[src/frame_opts_pkg.sv]
// --------------------------------------------------------------------------
// option word bit map, aspect defaults, mode and effects enums and the
// video, system and frame configuration structs
// --------------------------------------------------------------------------
`default_nettype none

package frame_opts_pkg;

    // option word from the on-screen menu
    localparam int status_w = 32;

    // bit positions inside the option word
    // flip is active high on this layout
    localparam int st_flip      = 1;
    // set to keep vertical games unrotated
    localparam int st_no_rotate = 2;
    // two-bit video mode field, bits 3 and 4
    localparam int st_vmode_lo  = 3;
    // two-bit effects volume field, bits 6 and 7
    localparam int st_fx_lo     = 6;
    // sound chip disables
    localparam int st_psg_off   = 8;
    localparam int st_fm_off    = 9;
    // service / test switch from the menu
    localparam int st_test      = 10;
    // pause requested while the menu is open
    localparam int st_osd_pause = 12;
    // two-bit aspect ratio field, bits 14 and 15
    localparam int st_ar_lo     = 14;

    // aspect ratio values for the HDMI scaler
    localparam int ar_w = 12;

    // native ratio of most arcade monitors
    localparam logic [ar_w-1:0] arx_default = 12'd4;
    localparam logic [ar_w-1:0] ary_default = 12'd3;

    // effects field is stored so that a cleared menu means high volume
    localparam logic [1:0] fx_base = 2'b10;

    // video filter modes, encoded as the raw menu field
    typedef enum logic [1:0] {
        vm_pass_thru     = 2'd0,
        vm_linear        = 2'd1,
        vm_analogue      = 2'd2,
        vm_analogue_scan = 2'd3
    } video_mode_e;

    // effects level after the xor with fx_base
    typedef enum logic [1:0] {
        fx_very_low  = 2'd0,
        fx_low       = 2'd1,
        fx_high      = 2'd2,
        fx_very_high = 2'd3
    } fx_level_e;

    // video side of the frame configuration
    typedef struct packed {
        video_mode_e     mode;
        logic [2:0]      scanlines;
        logic            bw_en;
        logic            blend_en;
        // mixing disabled for the odd video modes
        logic            en_mixing;
        // screen is vertical on the output
        logic            tate;
        logic [ar_w-1:0] hdmi_arx;
        logic [ar_w-1:0] hdmi_ary;
    } video_cfg_t;

    // system side of the frame configuration
    typedef struct packed {
        logic      enable_fm;
        logic      enable_psg;
        fx_level_e fx_level;
        // dip switches are active low
        logic      dip_test;
        logic      dip_pause;
        logic      osd_pause;
        logic      flip;
    } sys_cfg_t;

    // everything the core sees, plus the final rotation
    typedef struct packed {
        video_cfg_t video;
        sys_cfg_t   sys;
        // bit 1 = not flipped, bit 0 = rotate for tate
        logic [1:0] rotate;
    } frame_cfg_t;

endpackage

`default_nettype wire

[src/frame_cfg_merge.sv]
// --------------------------------------------------------------------------
// merge of video and system configuration, final rotation, change strobe
// --------------------------------------------------------------------------
`timescale 1ns/1ps
`default_nettype none

module frame_cfg_merge (
    input  wire logic                 clk,
    input  wire logic                 arst_n,
    input  frame_opts_pkg::video_cfg_t video,
    input  frame_opts_pkg::sys_cfg_t   sys,
    output frame_opts_pkg::frame_cfg_t cfg,
    output logic                      cfg_update
);

    frame_opts_pkg::frame_cfg_t cfg_d;

    // decoder outputs are still the reset zeros in the first cycle
    logic dec_live;
    logic cfg_diff;

    always_comb begin
        cfg_d       = '0;
        cfg_d.video = video;
        cfg_d.sys   = sys;
        // upright unless flipped, rotate when tate
        cfg_d.rotate = {~sys.flip, video.tate};
    end

    assign cfg_diff = (cfg_d != cfg);

    always_ff @(posedge clk or negedge arst_n) begin
        if (!arst_n) begin
            dec_live <= 1'b0;
        end else begin
            dec_live <= 1'b1;
        end
    end

    // new value loads and strobes together
    always_ff @(posedge clk or negedge arst_n) begin
        if (!arst_n) begin
            cfg        <= '0;
            cfg_update <= 1'b0;
        end else if (dec_live) begin
            cfg        <= cfg_d;
            cfg_update <= cfg_diff;
        end else begin
            cfg_update <= 1'b0;
        end
    end

    // back to back strobes need back to back changes
    a_upd_twice : assert property (
        @(posedge clk) disable iff (!arst_n)
        (cfg_update && $past(cfg_update)) |-> (cfg != $past(cfg))
    ) else $error("cfg_update held without a new cfg");

    // no silent change of the held configuration
    a_cfg_stable : assert property (
        @(posedge clk) disable iff (!arst_n)
        !cfg_update |-> $stable(cfg)
    ) else $error("cfg changed without cfg_update");

endmodule

`default_nettype wire

[src/frame_opts_top.sv]
// --------------------------------------------------------------------------
// option word decoding top, two decoders feeding the merge stage
// --------------------------------------------------------------------------
`timescale 1ns/1ps
`default_nettype none

module frame_opts_top (
    input  wire logic                                clk,
    input  wire logic                                arst_n,
    input  wire logic [frame_opts_pkg::status_w-1:0] status,
    input  wire logic                                vertical_game,
    input  wire logic                                key_test,
    input  wire logic                                game_pause,
    output frame_opts_pkg::frame_cfg_t               cfg,
    output logic                                     cfg_update
);

    // decoder to merge links
    frame_opts_pkg::video_cfg_t video;
    frame_opts_pkg::sys_cfg_t   sys;

    // both decoders sample the same option word
    video_opt_decode i_video_opt_decode (
        .clk           (clk),
        .arst_n        (arst_n),
        .status        (status),
        .vertical_game (vertical_game),
        .video         (video)
    );

    sys_opt_decode i_sys_opt_decode (
        .clk        (clk),
        .arst_n     (arst_n),
        .status     (status),
        .key_test   (key_test),
        .game_pause (game_pause),
        .sys        (sys)
    );

    // second pipeline stage
    frame_cfg_merge i_frame_cfg_merge (
        .clk        (clk),
        .arst_n     (arst_n),
        .video      (video),
        .sys        (sys),
        .cfg        (cfg),
        .cfg_update (cfg_update)
    );

endmodule

`default_nettype wire

[src/sys_opt_decode.sv]
// --------------------------------------------------------------------------
// system option decoder, sound enables, effects, test, pause and flip
// --------------------------------------------------------------------------
`timescale 1ns/1ps
`default_nettype none

module sys_opt_decode (
    input  wire logic                                clk,
    input  wire logic                                arst_n,
    input  wire logic [frame_opts_pkg::status_w-1:0] status,
    input  wire logic                                key_test,
    input  wire logic                                game_pause,
    output frame_opts_pkg::sys_cfg_t                 sys
);

    frame_opts_pkg::sys_cfg_t sys_d;

    // effects field straight from the menu
    logic [1:0] fx_field;

    assign fx_field = status[frame_opts_pkg::st_fx_lo +: 2];

    always_comb begin
        sys_d = '0;

        // menu stores the sound chips as off bits
        sys_d.enable_fm  = ~status[frame_opts_pkg::st_fm_off];
        sys_d.enable_psg = ~status[frame_opts_pkg::st_psg_off];

        // cleared field maps to high volume
        sys_d.fx_level = frame_opts_pkg::fx_level_e'(fx_field ^ frame_opts_pkg::fx_base);

        // test from menu or the service key, active low dip
        sys_d.dip_test = ~(status[frame_opts_pkg::st_test] | key_test);

        // pause dip is active low too
        sys_d.dip_pause = ~game_pause;

        // menu pause and flip pass through as levels
        sys_d.osd_pause = status[frame_opts_pkg::st_osd_pause];
        sys_d.flip      = status[frame_opts_pkg::st_flip];
    end

    always_ff @(posedge clk or negedge arst_n) begin
        if (!arst_n) begin
            sys <= '0;
        end else begin
            sys <= sys_d;
        end
    end

endmodule

`default_nettype wire

[src/video_opt_decode.sv]
// --------------------------------------------------------------------------
// video option decoder, mode table, tate and aspect ratio selection
// --------------------------------------------------------------------------
`timescale 1ns/1ps
`default_nettype none

module video_opt_decode (
    input  wire logic                                clk,
    input  wire logic                                arst_n,
    input  wire logic [frame_opts_pkg::status_w-1:0] status,
    input  wire logic                                vertical_game,
    output frame_opts_pkg::video_cfg_t               video
);

    // decoded value, registered below
    frame_opts_pkg::video_cfg_t video_d;

    // raw fields of the option word
    logic [1:0] vmode_field;
    logic [1:0] ar_field;
    logic       no_rotate;

    assign vmode_field = status[frame_opts_pkg::st_vmode_lo +: 2];
    assign ar_field    = status[frame_opts_pkg::st_ar_lo +: 2];
    assign no_rotate   = status[frame_opts_pkg::st_no_rotate];

    always_comb begin
        video_d      = '0;
        video_d.mode = frame_opts_pkg::video_mode_e'(vmode_field);

        // filter settings per video mode
        unique case (video_d.mode)
            frame_opts_pkg::vm_pass_thru: begin
                video_d.scanlines = 3'd0;
                video_d.bw_en     = 1'b0;
                video_d.blend_en  = 1'b0;
            end
            frame_opts_pkg::vm_linear: begin
                video_d.scanlines = 3'd0;
                video_d.bw_en     = 1'b0;
                video_d.blend_en  = 1'b1;
            end
            frame_opts_pkg::vm_analogue: begin
                video_d.scanlines = 3'd0;
                video_d.bw_en     = 1'b1;
                video_d.blend_en  = 1'b1;
            end
            frame_opts_pkg::vm_analogue_scan: begin
                video_d.scanlines = 3'd1;
                video_d.bw_en     = 1'b1;
                video_d.blend_en  = 1'b1;
            end
        endcase

        // odd modes turn the mixer off
        video_d.en_mixing = ~vmode_field[0];

        // vertical game shown rotated unless the menu says no
        video_d.tate = vertical_game & ~no_rotate;

        if (ar_field == 2'd0) begin
            // native ratio, swapped for a rotated screen
            if (video_d.tate) begin
                video_d.hdmi_arx = frame_opts_pkg::ary_default;
                video_d.hdmi_ary = frame_opts_pkg::arx_default;
            end else begin
                video_d.hdmi_arx = frame_opts_pkg::arx_default;
                video_d.hdmi_ary = frame_opts_pkg::ary_default;
            end
        end else begin
            // scaler preset selected by the field
            video_d.hdmi_arx = {{(frame_opts_pkg::ar_w-2){1'b0}}, ar_field - 2'd1};
            video_d.hdmi_ary = '0;
        end
    end

    always_ff @(posedge clk or negedge arst_n) begin
        if (!arst_n) begin
            video <= '0;
        end else begin
            video <= video_d;
        end
    end

    // scanlines only come with the analogue + scan mode
    a_scan_mode : assert property (
        @(posedge clk) disable iff (!arst_n)
        (video.scanlines != 3'd0) |-> (video.mode == frame_opts_pkg::vm_analogue_scan)
    ) else $error("scanlines set outside analogue scan mode");

endmodule

`default_nettype wire

[config.mk]
export PLATFORM = sky130hd
export DESIGN_NAME = frame_opts_top
export DESIGN_NICKNAME = d
export VERILOG_FILES = /design/src/frame_opts_pkg.sv /design/src/frame_cfg_merge.sv /design/src/frame_opts_top.sv /design/src/sys_opt_decode.sv /design/src/video_opt_decode.sv
export SDC_FILE = /design/constraint.sdc
export NUM_CORES = 1
export LEC_CHECK = 0
export ABC_CLOCK_PERIOD_IN_PS = 4400
export BUFFER_PORTS_ARGS = -buffer_cell sky130_fd_sc_hd__buf_2
export CORE_MARGIN = 4
export CORE_UTILIZATION = 30
export DETAILED_ROUTE_END_ITERATION = 12
export GPL_ROUTABILITY_DRIVEN = 0
export GPL_TIMING_DRIVEN = 0
export PLACE_DENSITY = 0.63
export SLEW_MARGIN = 25
export SYNTH_ARGS = -nofsm -noshare
export SYNTH_HDL_FRONTEND = slang
export SYNTH_SLANG_ARGS = --single-unit
[constraint.sdc]
create_clock -name clk -period 4.4 [get_ports clk]
set_clock_uncertainty 0.15 [all_clocks]
set_input_delay 0.22 -clock clk [delete_from_list [all_inputs] [get_ports clk]]
set_output_delay 0.22 -clock clk [all_outputs]
set_load 0.02 [all_outputs]
==> results.toml, run 1 <==
[timing]
fmax_mhz = 588
setup_tns_ns = 0
hold_viol = 0
drv_slew = 0
tightest_slew_ns = 0.504
timing.hold.ws_ns = 0.0903
relSlewSlack_pct = 66.4
period_needed_ns = 1.70
finalSetupViolCount = 0
rsz0062_at_grt = "no"
post-route-period-util_pct = 38.7

[grt]
grt_util_all_layers_pct = 9.42
antenna_found_initial = 0
grt_pass1_vias = 1112
grt_max_degree = 42
grt_overflow_total = 0
grt_pass1_wl_mm = 5.15

[route]
drcViolationCount = 0
drtPass1Iterations = 2
avgRoutedWirePerCell_um = 10.9
dr_total_vias = 1083
detail_route.vias_per_cell = 3.80
ant_nets = 0
finalWirelength_mm = 3.12
dr.first_iter.drc_count = 31

[run]
cap_violations = 0

[finish]
diodes = 0
fillCellCount = 549
area_growth_syn_to_layout_pct = 34.2
drive_gt1_share_pct = 42.3
final_core_utilization_pct = 41.8
nNetsFinal = 249

[clocking]
cts_buffer_depth = 2
htreeDepth = 2
clkTransAtPathRegs_ns = 0.07
cts_made_buffers = 5
worstSkewPairLatency_ns = 0.28
cts_hold_buffers = 15
cts_tree = "built"
clock_sinks = 41
cts_setup_buffers = 0
cts_root_buffer = "clkbuf_8"
cts.repair.resized = 0

[status]
status = "finished, final reports clean"

[pwr]
power_leakage_uw = 0.00119
swShare_pct = 27.1
peakVddDrop_uv = 102
power_switching_uw = 220
internal_power_uw = 591
p_per_area_nw_per_um2 = 348
p_comb_share_pct = 19.4
p_seq_share_pct = 52.6
p_clk_share_pct = 28.1

[logic_synthesis]
ys_warn_count = 0
ys_ff_latch = 41
avgSynthCellArea_um2 = 13.3
syn-cell-area_um2 = 1740
post-synth-top-area-cell = "dfrtp_1"
synth.area.top_cells = "dfrtp_1 59%, mux2_2 12%, buf_4 9.9%"
synth_cell_types = 24
yosysTopAreaCellShare_pct = 59.1
netlist_instances = 131
synth.yosys.seq_area_share_pct = 59.1

[die]
dieArea_um2 = 7070
coreArea_um2 = 5570
die_h_um = 84.1
die_x_um = 84.1
start_util_pct = 31.2
io_pins = 81
rows = 27

[critical_path]
critPathArrivalTime_ns = 1.72
worstPathRequired_ns = 4.42
critical_path.max_fanout = 3
startpoint_type = "register"
endpoint_kind = "register"
path_class = "register to register"

[min_path]
hold_class = "input port to register"

[place]
port_buffers = 40
dp_hpwl_mm = 2.28
## stage by stage
stage	total power (uW)	instance area [um2]	setup WS (ns)	cells
3_5_place_dp	583	2100	2.70	262
5_1_grt	862	2330	2.55	285
3_3_place_gp	580	2100	2.68	262
4_1_cts	824	2330	2.69	285
2_1_floorplan	534	1810	2.81	150
6_report	811	2330	2.70	285
## metal layers
metal	global-route usage, %	vias up	wire length [um]
li1	-	543	-
met1	10.8	496	1300
met2	15.6	38	1530
met3	3.36	6	225
met4	4.39	0	62
met5	0	-	0
## final timing paths
kind,cells after the start,slack (ns),endpoint,from
setup reg to reg,4,2.70,i_frame_cfg_merge.cfg_update,i_frame_cfg_merge.cfg[42]
hold / removal,2,0.09,i_video_opt_decode.video[24],vertical_game
hold reg to reg,1,0.37,i_frame_cfg_merge.cfg[1],i_sys_opt_decode.sys[0]
min in group asynchronous,2,0.30,i_frame_cfg_merge.cfg[4],arst_n
max in group asynchronous,2,3.45,i_video_opt_decode.video[12],arst_n
setup / recovery,4,2.70,i_frame_cfg_merge.cfg_update,i_frame_cfg_merge.cfg[42]
## synthesized netlist by cell type, drive strengths merged
cell,count
dfrtp,41
buf,25
mux2,19
xor2,11
xnor2,7
inv,6
nor2,3
conb,2
nand4,2
nor4,2
a2111oi,1
a21o,1
and2,1
clkbuf,1
mux2i,1
nand2b,1
nand3,1
nor2b,1
nor3,1
nor3b,1
o21bai,1
o31a,1
or2,1
## power by group through the flow
| stage | Sequential [uW] | Clock, uW | Combinational [uW] |
|---|---|---|---|
| 2_1_floorplan | 453 | 0 | 80.4 |
| 3_3_place_gp | 433 | 0 | 148 |
| 3_5_place_dp | 435 | 0 | 149 |
| 4_1_cts | 427 | 238 | 159 |
| 5_1_grt | 431 | 259 | 171 |
| 6_report | 427 | 228 | 157 |
## cells by family after synthesis
logic type,after synthesis,share of synthesized area (%)
xor+xnor,18,9.08
compound gates,4,1.95
other cells,2,0.432
buf+inv,32,12.0
flops,41,59.1
mux,20,12.9
simple gates,14,4.54
## area by class of cell
| cell class | instances | area, um2 | area share [%] |
|---|---|---|---|
| plain buffers | 26 | 186 | 8.00 |
| repair buffers | 55 | 353 | 15.1 |
| flip-flops and latches | 41 | 1030 | 44.0 |
| well taps | 72 | 90.1 | 3.86 |
| inverters | 6 | 22.5 | 0.966 |
| multi-input cells | 77 | 573 | 24.6 |
| clock buffers | 8 | 80.1 | 3.44 |
## critical path, stage by stage, from the launching register on
cell and delay [ns]:
dfrtp_1 0.40, xor2_1 0.16, a2111oi_1 0.46, nand3_1 0.16, o31a_1 0.25
## registers in the layout, indices dropped and copies added (netlist names)
signal and cells:
i_frame_cfg_merge.cfg 20, i_sys_opt_decode.sys 8, i_frame_cfg_merge.dec_live 1, i_frame_cfg_merge.cfg_update 1, i_video_opt_decode.video 11
## cells in the final DEF, fill, tap and decap left out, drive strengths merged, types with 2 or more instances in the layout
cell type	count
buf	65
dfrtp	41
conb	21
mux2	19
dlygate4sd3	15
xor2	11
clkbuf	9
xnor2	7
inv	6
nor2	3
nand4	2
nor4	2
No activity file was read; power rests on OpenSTA's default activity.
==> inputs of run 2 (changes only) <==
- ABC_AREA: default -> 1
- ABC_CLOCK_PERIOD_IN_PS: 4400 -> 1750
- PLACE_DENSITY: 0.63 -> 0.62
- clock period: 4.4 -> 1.75 ns (I/O delays scaled with it)
==> results.toml, run 2 <==
[status]
status = "finished, final reports clean"

[finish]
fin_area_um2 = 2520
area_growth_syn_to_layout_pct = 35.8
regMostFlops = "i_frame_cfg_merge.cfg"
layout_commonest_cell = "nand2_1"
nNetsFinal = 340
drive_gt1_share_pct = 25.7
final_cell_mix = "79 x nand2_1, 43 x buf_2, 41 x dfrtp_1"
diodes = 0
reg.largest.list = "i_frame_cfg_merge.cfg: 20 flops, i_video_opt_decode.video: 11 flops, i_sys_opt_decode.sys: 8 flops"
largest_register_ffs = 20

[logic_synthesis]
ys_ff_latch = 41
synthArstFlopShare_pct = 100
synth.most_common_cell = "nand2_1"
synth.yosys.seq_area_share_pct = 55.3
synth_cell_types = 16
netlist_instances = 219
synth.area.top_cells = "dfrtp_1 55%, nand2_1 16%, buf_4 9.3%"
synth_edf_count = 0
synth_common_cells = "79 x nand2_1, 41 x dfrtp_1, 31 x inv_1, 23 x buf_4, 13 x nor2_1"
synthFlopType = "dfrtp_1"
post-synth-top-area-cell = "dfrtp_1"
ys_warn_count = 0
yosysTopAreaCellShare_pct = 55.3
syn-cell-area_um2 = 1850
avgSynthCellArea_um2 = 8.47

[place]
port_buffers = 40
dp_hpwl_mm = 2.62
dpl_worst_slack_ns = 0.492
post_dp_cell_area_um2 = 2220

[critical_path]
startpoint_type = "input port"
critPathArrivalTime_ns = 1.69
worstPathRequired_ns = 1.81
rrSetupSlack_ns = 0.50
path_class = "input port to register"
critical_path.max_fanout = 3
endpoint_kind = "register"
r2r_cells = 6

[route]
dr.first_iter.drc_count = 105
avgRoutedWirePerCell_um = 9.43
top_layer = "met4"
dr_wl_met3_um = 298
finalWirelength_mm = 3.58
met1_length_mm = 1.47
ant_nets = 0
drtPass1Iterations = 4
dr_wl_met2_mm = 1.75
dr_total_vias = 1460
drcViolationCount = 0
detail_route.vias_per_cell = 3.85

[timing]
drv_slew = 0
fmax_mhz = 614
rsz0062_at_grt = "no"
worst_slack_ns = 0.121
post-route-period-util_pct = 93.1
finalSetupViolCount = 0
hold_viol = 0
period_needed_ns = 1.63
setup_tns_ns = 0

[die]
start_util_pct = 31.1
io_pins = 81
die_h_um = 86.6
rows = 28
die_x_um = 86.6
coreArea_um2 = 5960
dieArea_um2 = 7500

[clocking]
cts_buffer_depth = 2
cts_root_buffer = "clkbuf_8"
cts_tree = "built"
cts_made_buffers = 5
htreeDepth = 2
clkTransAtPathRegs_ns = 0.08
cts.repair.resized = 0
worstSkewPairLatency_ns = 0.29
clock_sinks = 41

[pwr]
p_per_area_nw_per_um2 = 852
power_leakage_uw = 0.00143
peakVddDrop_uv = 280
total_power_uw = 2150

[grt]
antenna_found_initial = 0
grt_pass1_vias = 1374
grt_pass1_wl_mm = 6.02
grt_util_all_layers_pct = 10.3
grt_max_degree = 42
grt_overflow_total = 0

[run]
cap_violations = 0

[min_path]
hold_class = "input port to async pin"
==> run 2: cell count changes after synthesis, moves of 3 or more <==
cell	before	now
xor2_1	11	0
mux2_2	19	0
o21ai_1	0	3
nor2_1	3	13
o21ai_0	0	8
nand2_1	0	79
inv_1	6	31
==> run 2: power by group <==
group	switching, uW	leakage [uW]	internal [uW]	total (uW)
Combinational	236	0.000876	175	410
Sequential	50.2	0.000501	1010	1060
Clock	320	0.0000542	356	676
==> run 2: per-layer routing <==
metal / GRT usage [%] / vias up
met5: 0 / -
met4: 3.82 / 0
met3: 3.80 / 7
met2: 17.6 / 40
met1: 11.7 / 649
li1: - / 764
==> run 2: area by class of cell <==
class                           instances  area [um2]
Clock inverter                          1        5.00
Inverter                               32         120
Multi-Input combinational cell        138         588
Buffer                                 27         191
Fill cell                             607        3440
Clock buffer                            7        96.3
Timing Repair Buffer                   58         398
Tap cell                               75        93.8
Sequential cell                        41        1030
==> run 2: worst paths after layout <==
| path | from | endpoint |
|---|---|---|
| max reg2reg | i_frame_cfg_merge.cfg[4] | i_frame_cfg_merge.cfg_update |
| max in group asynchronous | arst_n | i_frame_cfg_merge.cfg[11] |
| max | status[2] | i_video_opt_decode.video[13] |
| min reg2reg | i_sys_opt_decode.sys[3] | i_frame_cfg_merge.cfg[5] |
| min in group clk | status[12] | i_sys_opt_decode.sys[1] |
| min | arst_n | i_frame_cfg_merge.cfg[41] |
==> run 2: critical path: stages <==
cell	delay, ns
dlygate4sd3_1	0.53
buf_2	0.12
nor2_1	0.14
dlygate4sd3_1	0.62
inv_1	0.06
o21ai_0	0.14
==> run 2: per-stage QoR <==
step                      instances  hold slack, ns  utilization [%]
after floorplan                 238          -0.358                -
after global placement          353          0.0473             37.3
after detailed placement        353          0.0497             37.3
after CTS                       378           0.277             41.8
after global routing            379           0.183             42.3
final                           379           0.126             42.3
==> run 2: logic make-up after synthesis <==
kind of cell | after synthesis | synth area share (%)
simple gates | 96 | 19.8
buf+inv | 59 | 16.8
flops | 41 | 55.3
compound gates | 12 | 3.37
xor+xnor | 9 | 4.25
other cells | 2 | 0.405
==> run 2: what timing repair did <==
item / CTS / global route
buffers inserted: 0 / 0
hold endpoints to repair: 60 / 0
hold buffers: 17 / 0
setup endpoints to repair: 0 / 0
==> inputs of run 3 (changes only) <==
- CORE_ASPECT_RATIO: default -> 0.7
==> results.toml, run 3 (synthesis gave the netlist of run 2 again) <==
[route]
ant_nets = 0
dr_total_vias = 1472
top_layer = "met4"
dr_wl_met3_um = 322
avgRoutedWirePerCell_um = 9.65
drcViolationCount = 0
dr.first_iter.drc_count = 44
met1_length_mm = 1.62
dr_wl_met2_mm = 1.68
drtPass1Iterations = 4
finalWirelength_mm = 3.65
detail_route.vias_per_cell = 3.89

[clocking]
cts_buffer_depth = 2
clock_sinks = 41
cts_made_buffers = 5
cts_tree = "built"
htreeDepth = 2
clkTransAtPathRegs_ns = 0.07
cts_root_buffer = "clkbuf_8"
worstSkewPairLatency_ns = 0.29

[pwr]
power_leakage_uw = 0.00141
total_power_uw = 2080
p_per_area_nw_per_um2 = 838
peakVddDrop_uv = 434

[critical_path]
critPathArrivalTime_ns = 1.70
critical_path.max_fanout = 3
path_class = "input port to register"
rr_endpoint = "i_frame_cfg_merge.cfg_update"
worstPathRequired_ns = 1.80
r2r_start = "i_frame_cfg_merge.cfg[4]"
rrSetupSlack_ns = 0.48
crit_end = "i_video_opt_decode.video[13]"
r2r_cells = 6
startpoint_type = "input port"
startpoint = "status[2]"
endpoint_kind = "register"

[timing]
tightest_slew_ns = 0.890
period_needed_ns = 1.64
hold_viol = 0
fmax_mhz = 608
rsz0062_at_grt = "no"
relSlewSlack_pct = 40.7
finalSetupViolCount = 0
setup_tns_ns = 0
post-route-period-util_pct = 94.0
timing.hold.ws_ns = 0.00847
drv_slew = 0

[grt]
grt_overflow_total = 0
grt_util_all_layers_pct = 10.6
grt_max_degree = 42
grt_pass1_wl_mm = 6.22
grt_pass1_vias = 1380
antenna_found_initial = 0

[finish]
area_growth_syn_to_layout_pct = 33.5
reg.largest.list = "i_frame_cfg_merge.cfg: 20 flops, i_video_opt_decode.video: 11 flops, i_sys_opt_decode.sys: 8 flops"
fillCellCount = 596
diodes = 0
multiInputGateArea_um2 = 588
layout_commonest_cell = "nand2_1"
regMostFlops = "i_frame_cfg_merge.cfg"
seqCellArea_um2 = 1030
nNetsFinal = 339
largest_register_ffs = 20
final_cell_mix = "79 x nand2_1, 43 x buf_2, 41 x dfrtp_1"
drive_gt1_share_pct = 25.4
stdcell_count = 378

[die]
io_pins = 81
die_x_um = 102
rows = 23
start_util_pct = 31.7
die_h_um = 73.8
coreArea_um2 = 5840
dieArea_um2 = 7520

[run]
cap_violations = 0

[place]
dp_hpwl_mm = 2.71
port_buffers = 40
place_inst = 353

[status]
status = "finished, final reports clean"

[min_path]
hold_class = "input port to register"
[run 3: layout make-up]
cell class	instances	area share, %
flip-flops and latches	41	41.4
multi-input cells	138	23.7
repair buffers	57	15.0
plain buffers	27	7.73
inverters	32	4.85
well taps	75	3.79
clock buffers	5	2.78
clock inverters	3	0.707
[run 3: metal layers]
layer | global-route usage (%) | vias to the layer above
met2 | 16.1 | 41
met1 | 14.3 | 663
met4 | 2.62 | 0
met3 | 4.08 | 5
li1 | - | 763
met5 | 0 | -
[run 3: worst min path at each step]
stage | start | end | slack [ns] | cells after the start
2_1_floorplan | arst_n | i_frame_cfg_merge.cfg[0] | -0.36 | 0
3_3_place_gp | status[6] | i_sys_opt_decode.sys[4] | 0.05 | 1
3_5_place_dp | status[12] | i_sys_opt_decode.sys[1] | 0.05 | 1
4_1_cts | vertical_game | i_video_opt_decode.video[1] | 0.01 | 4
5_1_grt | vertical_game | i_video_opt_decode.video[1] | 0.05 | 4
6_report | vertical_game | i_video_opt_decode.video[1] | 0.008 | 4
[run 3: timing repair]
action	CTS	global route
hold buffers	17	0
endpoints found under the hold margin	60	0
buffers inserted	0	0
gates resized for setup	0	0
[run 3: through the flow]
stage / cell area, um2 / util (%) / setup slack, ns
2_1_floorplan: 1930 / - / 0.524
3_3_place_gp: 2220 / 38.0 / 0.471
4_1_cts: 2480 / 42.4 / 0.109
5_1_grt: 2480 / 42.4 / 0.0253
6_report: 2480 / 42.4 / 0.106
3_5_place_dp: 2220 / 38.0 / 0.482
[run 3: where the power goes]
group          switching, uW  internal (uW)  total, uW
clock network            334            276        610
registers               51.3           1010       1060
logic                    236            168        404
total                    621           1450       2080
[run 3: critical path: stages]
cell and delay (ns):
dlygate4sd3_1 0.53, buf_2 0.12, nor2_1 0.17, dlygate4sd3_1 0.60, inv_1 0.05, o21ai_0 0.14
